File: src/include/alu_config.svh
`ifndef ALU_CONFIG_SVH
`define ALU_CONFIG_SVH

// Operand and result width
`define ALU_WIDTH 16

// Operand FIFO entries
`define ALU_FIFO_DEPTH 4

// Carry scheme of the adder
// 0 selects ripple carry, 1 selects carry lookahead
`define ALU_USE_CLA 1

`endif

File: src/hdl/alu_op_pkg.sv
package alu_op_pkg;

    // Command opcodes
    typedef enum logic [1:0] {
        OP_ADD = 2'b00,
        OP_SUB = 2'b01,
        OP_ADC = 2'b10,
        OP_SBB = 2'b11
    } alu_opcode_t;

    // Where the adder carry-in comes from
    // CARRY_FIXED uses the bit stored with the entry, CARRY_FLAG the kept carry
    typedef enum logic {
        CARRY_FIXED = 1'b0,
        CARRY_FLAG  = 1'b1
    } carry_src_t;

endpackage

File: src/hdl/alu_data_pkg.sv
`include "alu_config.svh"

package alu_data_pkg;

    // One operand or sum word
    typedef logic [`ALU_WIDTH-1:0] word_t;

    // Sum with the carry-out bit on top
    typedef logic [`ALU_WIDTH:0] sum_ext_t;

endpackage

File: src/hdl/cmd_decode.sv
`timescale 1ns/10ps

module cmd_decode
    import alu_op_pkg::*;
    import alu_data_pkg::*;
(
    input  logic        clk,
    input  logic        rst,
    input  logic        cmd_valid,
    input  alu_opcode_t opcode,
    input  word_t       a,
    input  word_t       b,
    output logic        push,
    output word_t       op_a,
    output word_t       op_b,
    output logic        cin_fixed,
    output carry_src_t  carry_src
);

    word_t      b_dec;
    logic       cin_dec;
    carry_src_t src_dec;

    // Subtracts invert b; the +1 comes from cin or from the carry flag
    always_comb begin
        b_dec   = b;
        cin_dec = 1'b0;
        src_dec = CARRY_FIXED;
        case (opcode)
            OP_ADD: begin
                b_dec   = b;
                cin_dec = 1'b0;
                src_dec = CARRY_FIXED;
            end
            OP_SUB: begin
                b_dec   = ~b;
                cin_dec = 1'b1;
                src_dec = CARRY_FIXED;
            end
            OP_ADC: begin
                b_dec   = b;
                src_dec = CARRY_FLAG;
            end
            OP_SBB: begin
                b_dec   = ~b;
                src_dec = CARRY_FLAG;
            end
            default: begin
                b_dec   = b;
                src_dec = CARRY_FIXED;
            end
        endcase
    end

    always_ff @(posedge clk or posedge rst) begin
        if (rst) begin
            push <= 1'b0;
        end else begin
            push <= cmd_valid;
        end
    end

    // Operand capture, only meaningful while push is high
    always_ff @(posedge clk) begin
        if (cmd_valid) begin
            op_a      <= a;
            op_b      <= b_dec;
            cin_fixed <= cin_dec;
            carry_src <= src_dec;
        end
    end

endmodule

File: src/hdl/operand_fifo.sv
`timescale 1ns/10ps

`include "alu_config.svh"

module operand_fifo
    import alu_op_pkg::*;
    import alu_data_pkg::*;
#(
    parameter int DEPTH = `ALU_FIFO_DEPTH
) (
    input  logic       clk,
    input  logic       rst,
    input  logic       push,
    input  word_t      op_a_in,
    input  word_t      op_b_in,
    input  logic       cin_in,
    input  carry_src_t carry_src_in,
    input  logic       pop,
    output word_t      op_a,
    output word_t      op_b,
    output logic       cin,
    output carry_src_t carry_src,
    output logic       empty,
    output logic       full,
    output logic       dropped
);

    localparam int PTR_W = (DEPTH > 1) ? $clog2(DEPTH) : 1;
    localparam int CNT_W = $clog2(DEPTH + 1);

    word_t      mem_a   [DEPTH];
    word_t      mem_b   [DEPTH];
    logic       mem_cin [DEPTH];
    carry_src_t mem_src [DEPTH];

    logic [PTR_W-1:0] wr_ptr;
    logic [PTR_W-1:0] rd_ptr;
    logic [CNT_W-1:0] count;
    logic             push_ok;
    logic             pop_ok;

    // Wrap explicitly so any depth works, not only powers of two
    function automatic logic [PTR_W-1:0] next_ptr(input logic [PTR_W-1:0] ptr);
        if (ptr == PTR_W'(DEPTH - 1)) begin
            return '0;
        end
        return ptr + 1'b1;
    endfunction

    assign empty = (count == '0);
    assign full  = (count == CNT_W'(DEPTH));

    assign pop_ok = pop && !empty;
    // A full FIFO still takes a push when the head leaves at the same edge
    assign push_ok = push && (!full || pop_ok);

    assign op_a      = mem_a[rd_ptr];
    assign op_b      = mem_b[rd_ptr];
    assign cin       = mem_cin[rd_ptr];
    assign carry_src = mem_src[rd_ptr];

    always_ff @(posedge clk) begin
        if (push_ok) begin
            mem_a[wr_ptr]   <= op_a_in;
            mem_b[wr_ptr]   <= op_b_in;
            mem_cin[wr_ptr] <= cin_in;
            mem_src[wr_ptr] <= carry_src_in;
        end
    end

    always_ff @(posedge clk or posedge rst) begin
        if (rst) begin
            wr_ptr  <= '0;
            rd_ptr  <= '0;
            count   <= '0;
            dropped <= 1'b0;
        end else begin
            if (push_ok) begin
                wr_ptr <= next_ptr(wr_ptr);
            end
            if (pop_ok) begin
                rd_ptr <= next_ptr(rd_ptr);
            end
            case ({push_ok, pop_ok})
                2'b10:   count <= count + 1'b1;
                2'b01:   count <= count - 1'b1;
                default: count <= count;
            endcase
            dropped <= push && !push_ok;
        end
    end

endmodule

File: src/hdl/adder_16bit.sv
`timescale 1ns/10ps

`include "alu_config.svh"

module adder_16bit
    import alu_data_pkg::*;
#(
    parameter int USE_CARRY_LOOKAHEAD = `ALU_USE_CLA
) (
    input  logic  clk,
    input  logic  rst,
    input  logic  load,
    input  word_t a,
    input  word_t b,
    input  logic  cin,
    output word_t sum,
    output logic  cout,
    output logic  overflow
);

    localparam int W = $bits(word_t);

    // c[i] is the carry into bit i, c[W] the carry-out
    logic [W:0] c;
    word_t      sum_c;
    logic       ovf_c;

    generate
        if (USE_CARRY_LOOKAHEAD != 0) begin : g_lookahead
            word_t g;
            word_t p;

            assign g = a & b;
            assign p = a ^ b;

            // Each carry is a flat sum of products of g, p and cin
            always_comb begin
                logic gen_acc;
                logic prop_acc;
                c[0] = cin;
                for (int i = 0; i < W; i++) begin
                    gen_acc  = g[i];
                    prop_acc = p[i];
                    for (int j = i - 1; j >= 0; j--) begin
                        gen_acc  = gen_acc | (prop_acc & g[j]);
                        prop_acc = prop_acc & p[j];
                    end
                    c[i+1] = gen_acc | (prop_acc & cin);
                end
            end
        end else begin : g_ripple
            assign c[0] = cin;
            for (genvar i = 0; i < W; i++) begin : g_bit
                assign c[i+1] = (a[i] & b[i]) | (a[i] & c[i]) | (b[i] & c[i]);
            end
        end
    endgenerate

    assign sum_c = a ^ b ^ c[W-1:0];

    // Same-sign operands with a sum of the other sign
    assign ovf_c = (a[W-1] == b[W-1]) && (sum_c[W-1] != a[W-1]);

    always_ff @(posedge clk or posedge rst) begin
        if (rst) begin
            sum      <= '0;
            cout     <= 1'b0;
            overflow <= 1'b0;
        end else if (load) begin
            sum      <= sum_c;
            cout     <= c[W];
            overflow <= ovf_c;
        end
    end

endmodule

File: src/hdl/result_stage.sv
`timescale 1ns/10ps

`include "alu_config.svh"

module result_stage
    import alu_op_pkg::*;
    import alu_data_pkg::*;
(
    input  logic       clk,
    input  logic       rst,
    input  logic       hold,
    input  logic       empty,
    input  word_t      op_a,
    input  word_t      op_b,
    input  logic       cin_fixed,
    input  carry_src_t carry_src,
    output logic       pop,
    output logic       result_valid,
    output word_t      sum,
    output logic       cout,
    output logic       overflow
);

    logic carry_flag;
    logic cin_sel;

    // Take the head whenever one is there and we are not held off
    assign pop = !empty && !hold;

    // The adder's registered carry-out only changes on a load, so it is
    // the carry flag kept between operations
    assign carry_flag = cout;

    // ADC and SBB chain on the previous result's carry
    assign cin_sel = (carry_src == CARRY_FLAG) ? carry_flag : cin_fixed;

    adder_16bit #(
        .USE_CARRY_LOOKAHEAD(`ALU_USE_CLA)
    ) i_adder (
        .clk      (clk),
        .rst      (rst),
        .load     (pop),
        .a        (op_a),
        .b        (op_b),
        .cin      (cin_sel),
        .sum      (sum),
        .cout     (cout),
        .overflow (overflow)
    );

    // New sum is on the adder outputs the cycle after the pop
    always_ff @(posedge clk or posedge rst) begin
        if (rst) begin
            result_valid <= 1'b0;
        end else begin
            result_valid <= pop;
        end
    end

endmodule

File: src/hdl/alu_top.sv
`timescale 1ns/10ps

`include "alu_config.svh"

module alu_top
    import alu_op_pkg::*;
    import alu_data_pkg::*;
(
    input  logic        clk,
    input  logic        rst,
    input  logic        cmd_valid,
    input  alu_opcode_t opcode,
    input  word_t       a,
    input  word_t       b,
    input  logic        hold,
    output logic        result_valid,
    output word_t       sum,
    output logic        cout,
    output logic        overflow,
    output logic        busy,
    output logic        cmd_dropped
);

    // Decoder to FIFO
    logic       dec_push;
    word_t      dec_a;
    word_t      dec_b;
    logic       dec_cin;
    carry_src_t dec_src;

    // FIFO head to result stage
    word_t      head_a;
    word_t      head_b;
    logic       head_cin;
    carry_src_t head_src;
    logic       fifo_empty;
    logic       fifo_pop;

    cmd_decode i_decode (
        .clk       (clk),
        .rst       (rst),
        .cmd_valid (cmd_valid),
        .opcode    (opcode),
        .a         (a),
        .b         (b),
        .push      (dec_push),
        .op_a      (dec_a),
        .op_b      (dec_b),
        .cin_fixed (dec_cin),
        .carry_src (dec_src)
    );

    // busy is the full flag
    operand_fifo #(
        .DEPTH(`ALU_FIFO_DEPTH)
    ) i_fifo (
        .clk          (clk),
        .rst          (rst),
        .push         (dec_push),
        .op_a_in      (dec_a),
        .op_b_in      (dec_b),
        .cin_in       (dec_cin),
        .carry_src_in (dec_src),
        .pop          (fifo_pop),
        .op_a         (head_a),
        .op_b         (head_b),
        .cin          (head_cin),
        .carry_src    (head_src),
        .empty        (fifo_empty),
        .full         (busy),
        .dropped      (cmd_dropped)
    );

    result_stage i_result (
        .clk          (clk),
        .rst          (rst),
        .hold         (hold),
        .empty        (fifo_empty),
        .op_a         (head_a),
        .op_b         (head_b),
        .cin_fixed    (head_cin),
        .carry_src    (head_src),
        .pop          (fifo_pop),
        .result_valid (result_valid),
        .sum          (sum),
        .cout         (cout),
        .overflow     (overflow)
    );

endmodule

File: config.mk
export PLATFORM = sky130hd
export DESIGN_NAME = alu_top
export DESIGN_NICKNAME = d
export VERILOG_FILES = /design/src/hdl/alu_op_pkg.sv /design/src/hdl/alu_data_pkg.sv /design/src/hdl/cmd_decode.sv /design/src/hdl/operand_fifo.sv /design/src/hdl/adder_16bit.sv /design/src/hdl/result_stage.sv /design/src/hdl/alu_top.sv
export VERILOG_INCLUDE_DIRS = /design/src /design/src/include
export SDC_FILE = /design/constraint.sdc
export NUM_CORES = 1
export LEC_CHECK = 0
export BUFFER_PORTS_ARGS = -buffer_cell sky130_fd_sc_hd__buf_4
export CORE_MARGIN = 4
export CORE_UTILIZATION = 49
export DETAILED_ROUTE_END_ITERATION = 8
export GPL_ROUTABILITY_DRIVEN = 0
export PLACE_DENSITY = 0.67
export SLEW_MARGIN = 30
export SYNTH_ARGS = -nofsm -noshare
export SYNTH_HDL_FRONTEND = slang
export SYNTH_HIERARCHICAL = 1
export SYNTH_SLANG_ARGS = --single-unit
File: constraint.sdc
create_clock -name clk -period 5.5 [get_ports clk]
set_clock_uncertainty 0.05 [all_clocks]
set_input_delay 1.1 -clock clk [delete_from_list [all_inputs] [get_ports clk]]
set_output_delay 1.1 -clock clk [all_outputs]
set_load 0.01 [all_outputs]
==> qor.yml <==
run_status: "finished, final reports clean"
cts_root_buf: "sky130_fd_sc_hd__clkbuf_16"
hp-class: "reg2reg"
die_x_um: 137
worst-setup-path-type: "reg2reg"
yosys-top-cells-count: "sky130_fd_sc_hd__edfxtp_1 (170), sky130_fd_sc_hd__mux4_2 (34), sky130_fd_sc_hd__dfrtp_1 (28)"
power_per_cell_area_mw_per_mm2: 618
grt_start_max_net_pins: 37
reg2reg_depth: 9
dr.pass1.iters: 5
setup_repair_after_global_routing_missed_its_margin: "no"
ios: 59
totalNegativeSetupSlack_ns: 0
vdd_drop_max_mv: 0.288
groute.usage.overall_pct: 16.7
cts.path.max_buffers: 2
max_clock_freq_mhz: 292
drt-wirelength-per-cell_um: 19.4
synth_top_cells_by_area: "sky130_fd_sc_hd__edfxtp_1 (62%), sky130_fd_sc_hd__mux4_2 (9.4%), sky130_fd_sc_hd__dfrtp_1 (8.6%)"
hold_viol: 0
drtIter0Drc: 222
timing.final.crit_period_ns: 3.43
endpoint_kind: "register"
clkSlewWorstSetupHoldPaths_ns: 0.07
hold-path-cell-count: 0
multiInputGateArea_mm2: 0.00221
synth.lib_cells_used.distinct: 52
initial_core_util_pct: 50.8
finish.cell_count_without_fillers: 742
critical_path_arrival_ns: 3.68
final-setup-viol-count: 0
num-nets-final: 574
async_flop_share_pct: 14.1
regToRegEndpoint: "i_result/i_adder/sum[8]$_DFFE_PP0P_"
synthDominantAreaCellType: "sky130_fd_sc_hd__edfxtp_1"
std_cell_rows: 46
crit_path_max_fanout: 18
worst_pin_slew_ns: 0.802
number_of_global_route_vias_before_repair: 4269
clk_latency_ns: 0.42
terminating_pin_of_the_worst_hold_path: "i_fifo/mem_b[0][4]$_DFFE_PP_"
slew_viol_final: 0
cts_buffers: 17
cts_setup_buffers: 0
grt_pass1_wl_um: 23000
grt_overflow_total: 0
clkSinkCount: 198
cts_resized: 0
postCtsHoldBufs: 0
worstReg2RegStart: "i_fifo/rd_ptr[0]$_DFFE_PP0P_"
most_frequently_used_cell_type_in_the_post_synthesis_netlist: "sky130_fd_sc_hd__edfxtp_1"
ys.warnings.count: 6
placed_cells: 710
max-slew-margin-rel_pct: 46.5
final_layout_size_suffix_gt1_share_pct: 29.3
syn_area_mm2: 0.00818
static-leakage-power_nw: 3.42
vias_per_cell: 5.42
coreArea_mm2: 0.0161
synth_edf_count: 170
drc: 0
ff2ff_setup_slack_ns: 2.07
antenna_found_initial: 0
synth_top_cell_area_share_pct: 62.4
tritoncts_clock_tree: "yes"
h-tree-depth: 4
dp.final_hpwl_um: 9050
worst_ep_required_time_ns: 5.75
synth_sequential_area_ratio_pct: 71.0
final.fill_count: 1187
io_buffer_count: 58
number_of_nets_in_the_synthesized_netlist: 508
number_of_max_capacitance_violations_reported: 0
total_via_count_after_detailed_routing: 4018
start_kind: "register"
min_from: "i_decode/op_b[4]$_DFFE_PP_"
post-route-period-util_pct: 62.3
area_growth_pct: 15.2
drt_wl_total_um: 14400
area.sequential_mm2: 0.00581
ys_seq_elements: 198
antenna_left: 0
n_antenna_cell: 0
synth_top_flop_cell: "sky130_fd_sc_hd__edfxtp_1"
postSynthCellCount: 447
floorplan.die.height_um: 137
syn-mean-instance-area_um2: 18.3
floorplan.die_area_mm2: 0.0188
[how the worst max path moves through the flow]
stage | from | end | slack [ns] | cells past startpoint
final | i_fifo/rd_ptr[0]$_DFFE_PP0P_ | i_result/i_adder/sum[8]$_DFFE_PP0P_ | 2.07 | 9
after floorplan | i_fifo/rd_ptr[0]$_DFFE_PP0P_ | i_result/i_adder/overflow$_DFFE_PP0P_ | 2.31 | 10
after detailed placement | i_fifo/rd_ptr[0]$_DFFE_PP0P_ | i_result/i_adder/sum[8]$_DFFE_PP0P_ | 2.10 | 9
after CTS | i_fifo/rd_ptr[0]$_DFFE_PP0P_ | i_result/i_adder/sum[8]$_DFFE_PP0P_ | 2.06 | 9
after global routing | i_fifo/rd_ptr[0]$_DFFE_PP0P_ | i_result/i_adder/sum[8]$_DFFE_PP0P_ | 1.80 | 9
after global placement | i_fifo/rd_ptr[0]$_DFFE_PP0P_ | i_result/i_adder/overflow$_DFFE_PP0P_ | 2.15 | 9
[critical path: stages (launching register included)]
cell and delay, ns:
sky130_fd_sc_hd__dfrtp_2 0.45, sky130_fd_sc_hd__buf_4 0.38, sky130_fd_sc_hd__mux4_2 0.56, sky130_fd_sc_hd__ha_1 0.37, sky130_fd_sc_hd__a31oi_1 0.19, sky130_fd_sc_hd__o21ai_1 0.13
sky130_fd_sc_hd__a221oi_2 0.59, sky130_fd_sc_hd__o21bai_1 0.15, sky130_fd_sc_hd__xor2_1 0.16, sky130_fd_sc_hd__mux2_2 0.26
[per-layer routing]
metal | part of all wire (%) | track usage [%]
met1 | 42 | 22.1
met2 | 51 | 27.6
met3 | 4.6 | 3.29
met4 | 1.9 | 6.21
met5 | 0 | 0
[kinds of logic (layout without fill, tap and decap cells)]
group | Yosys count | in the layout | synth area share, %
AO/OA/AOI/OAI | 57 | 57 | 4.88
XOR/XNOR | 29 | 29 | 3.11
adder cells (fa/ha/maj) | 23 | 23 | 3.70
buffers and inverters | 34 | 113 | 2.11
flip-flops | 198 | 198 | 71.0
multiplexers | 50 | 50 | 11.7
AND/OR/NAND/NOR | 56 | 56 | 3.53
[registers in the layout (all words and copies together) (netlist names)]
register and flops:
i_result/i_adder/sum 16, i_decode/cin_fixed 1, i_fifo/count 3, i_result/i_adder/overflow 1
i_decode/op_b 16, i_fifo/mem_cin 4, i_decode/push 1, i_fifo/dropped 1
i_fifo/mem_a 64, i_fifo/mem_src 4, i_result/result_valid 1, i_decode/carry_src 1
i_result/i_adder/cout 1, i_fifo/wr_ptr 2, i_fifo/mem_b 64, i_decode/op_a 16
i_fifo/rd_ptr 2
[stage by stage]
| stage | hold slack, ns | utilization (%) | instance area (um^2) | power [W] | setup WS [ns] |
|---|---|---|---|---|---|
| after floorplan | 0.409 | - | 8180 | 0.00394 | 2.31 |
| after global placement | 0.418 | 54.7 | 8820 | 0.00455 | 2.15 |
| after detailed placement | 0.431 | 54.7 | 8820 | 0.00463 | 2.10 |
| after CTS | 0.448 | 58.5 | 9420 | 0.00588 | 2.06 |
| after global routing | 0.468 | 58.5 | 9420 | 0.00620 | 1.80 |
| final | 0.447 | 58.5 | 9420 | 0.00583 | 2.07 |
[report_power, final]
part | internal (W) | total (W) | leakage, nW | switching, W
sequential | 0.00201 | 0.00216 | 1.91 | 0.000148
combinational | 0.00112 | 0.00242 | 1.22 | 0.00130
clock | 0.000718 | 0.00125 | 0.293 | 0.000529
total | 0.00385 | 0.00583 | 3.42 | 0.00198
[final cells by class]
cell class                      instances  share of cell area (%)
Sequential cell                       198                    61.6
Timing Repair Buffer                   62                    4.94
Tap cell                              216                    2.87
Inverter                               19                   0.757
Clock inverter                         15                    1.87
Multi-Input combinational cell        215                    23.4
Clock buffer                           17                    4.51
[placed cells by master (no fill, tap or decap), types with 3 or more instances in the layout]
master | netlist | layout
sky130_fd_sc_hd__a21o_1 | 3 | 3
sky130_fd_sc_hd__nor2_1 | 17 | 16
sky130_fd_sc_hd__mux2_2 | 12 | 12
sky130_fd_sc_hd__mux2_4 | 3 | 3
sky130_fd_sc_hd__nand2_1 | 11 | 11
sky130_fd_sc_hd__and2_4 | 0 | 4
sky130_fd_sc_hd__nand3b_1 | 3 | 3
sky130_fd_sc_hd__buf_4 | 2 | 62
sky130_fd_sc_hd__nand3_1 | 4 | 4
sky130_fd_sc_hd__a21oi_1 | 12 | 12
sky130_fd_sc_hd__mux4_2 | 34 | 34
sky130_fd_sc_hd__edfxtp_1 | 170 | 170
sky130_fd_sc_hd__bufinv_16 | 0 | 3
sky130_fd_sc_hd__ha_1 | 21 | 21
sky130_fd_sc_hd__xor2_1 | 20 | 20
sky130_fd_sc_hd__and3_1 | 3 | 3
sky130_fd_sc_hd__a31oi_1 | 6 | 6
sky130_fd_sc_hd__dfrtp_1 | 28 | 27
sky130_fd_sc_hd__inv_1 | 19 | 19
sky130_fd_sc_hd__clkbuf_16 | 0 | 17
sky130_fd_sc_hd__or3_1 | 3 | 3
sky130_fd_sc_hd__o21ai_0 | 8 | 8
sky130_fd_sc_hd__inv_6 | 0 | 3
sky130_fd_sc_hd__o21ai_1 | 3 | 3
sky130_fd_sc_hd__clkinv_4 | 0 | 4
sky130_fd_sc_hd__nor2b_1 | 7 | 7
sky130_fd_sc_hd__a21oi_2 | 3 | 3
sky130_fd_sc_hd__xnor2_1 | 9 | 9
No activity file was read; power rests on OpenSTA's default activity.
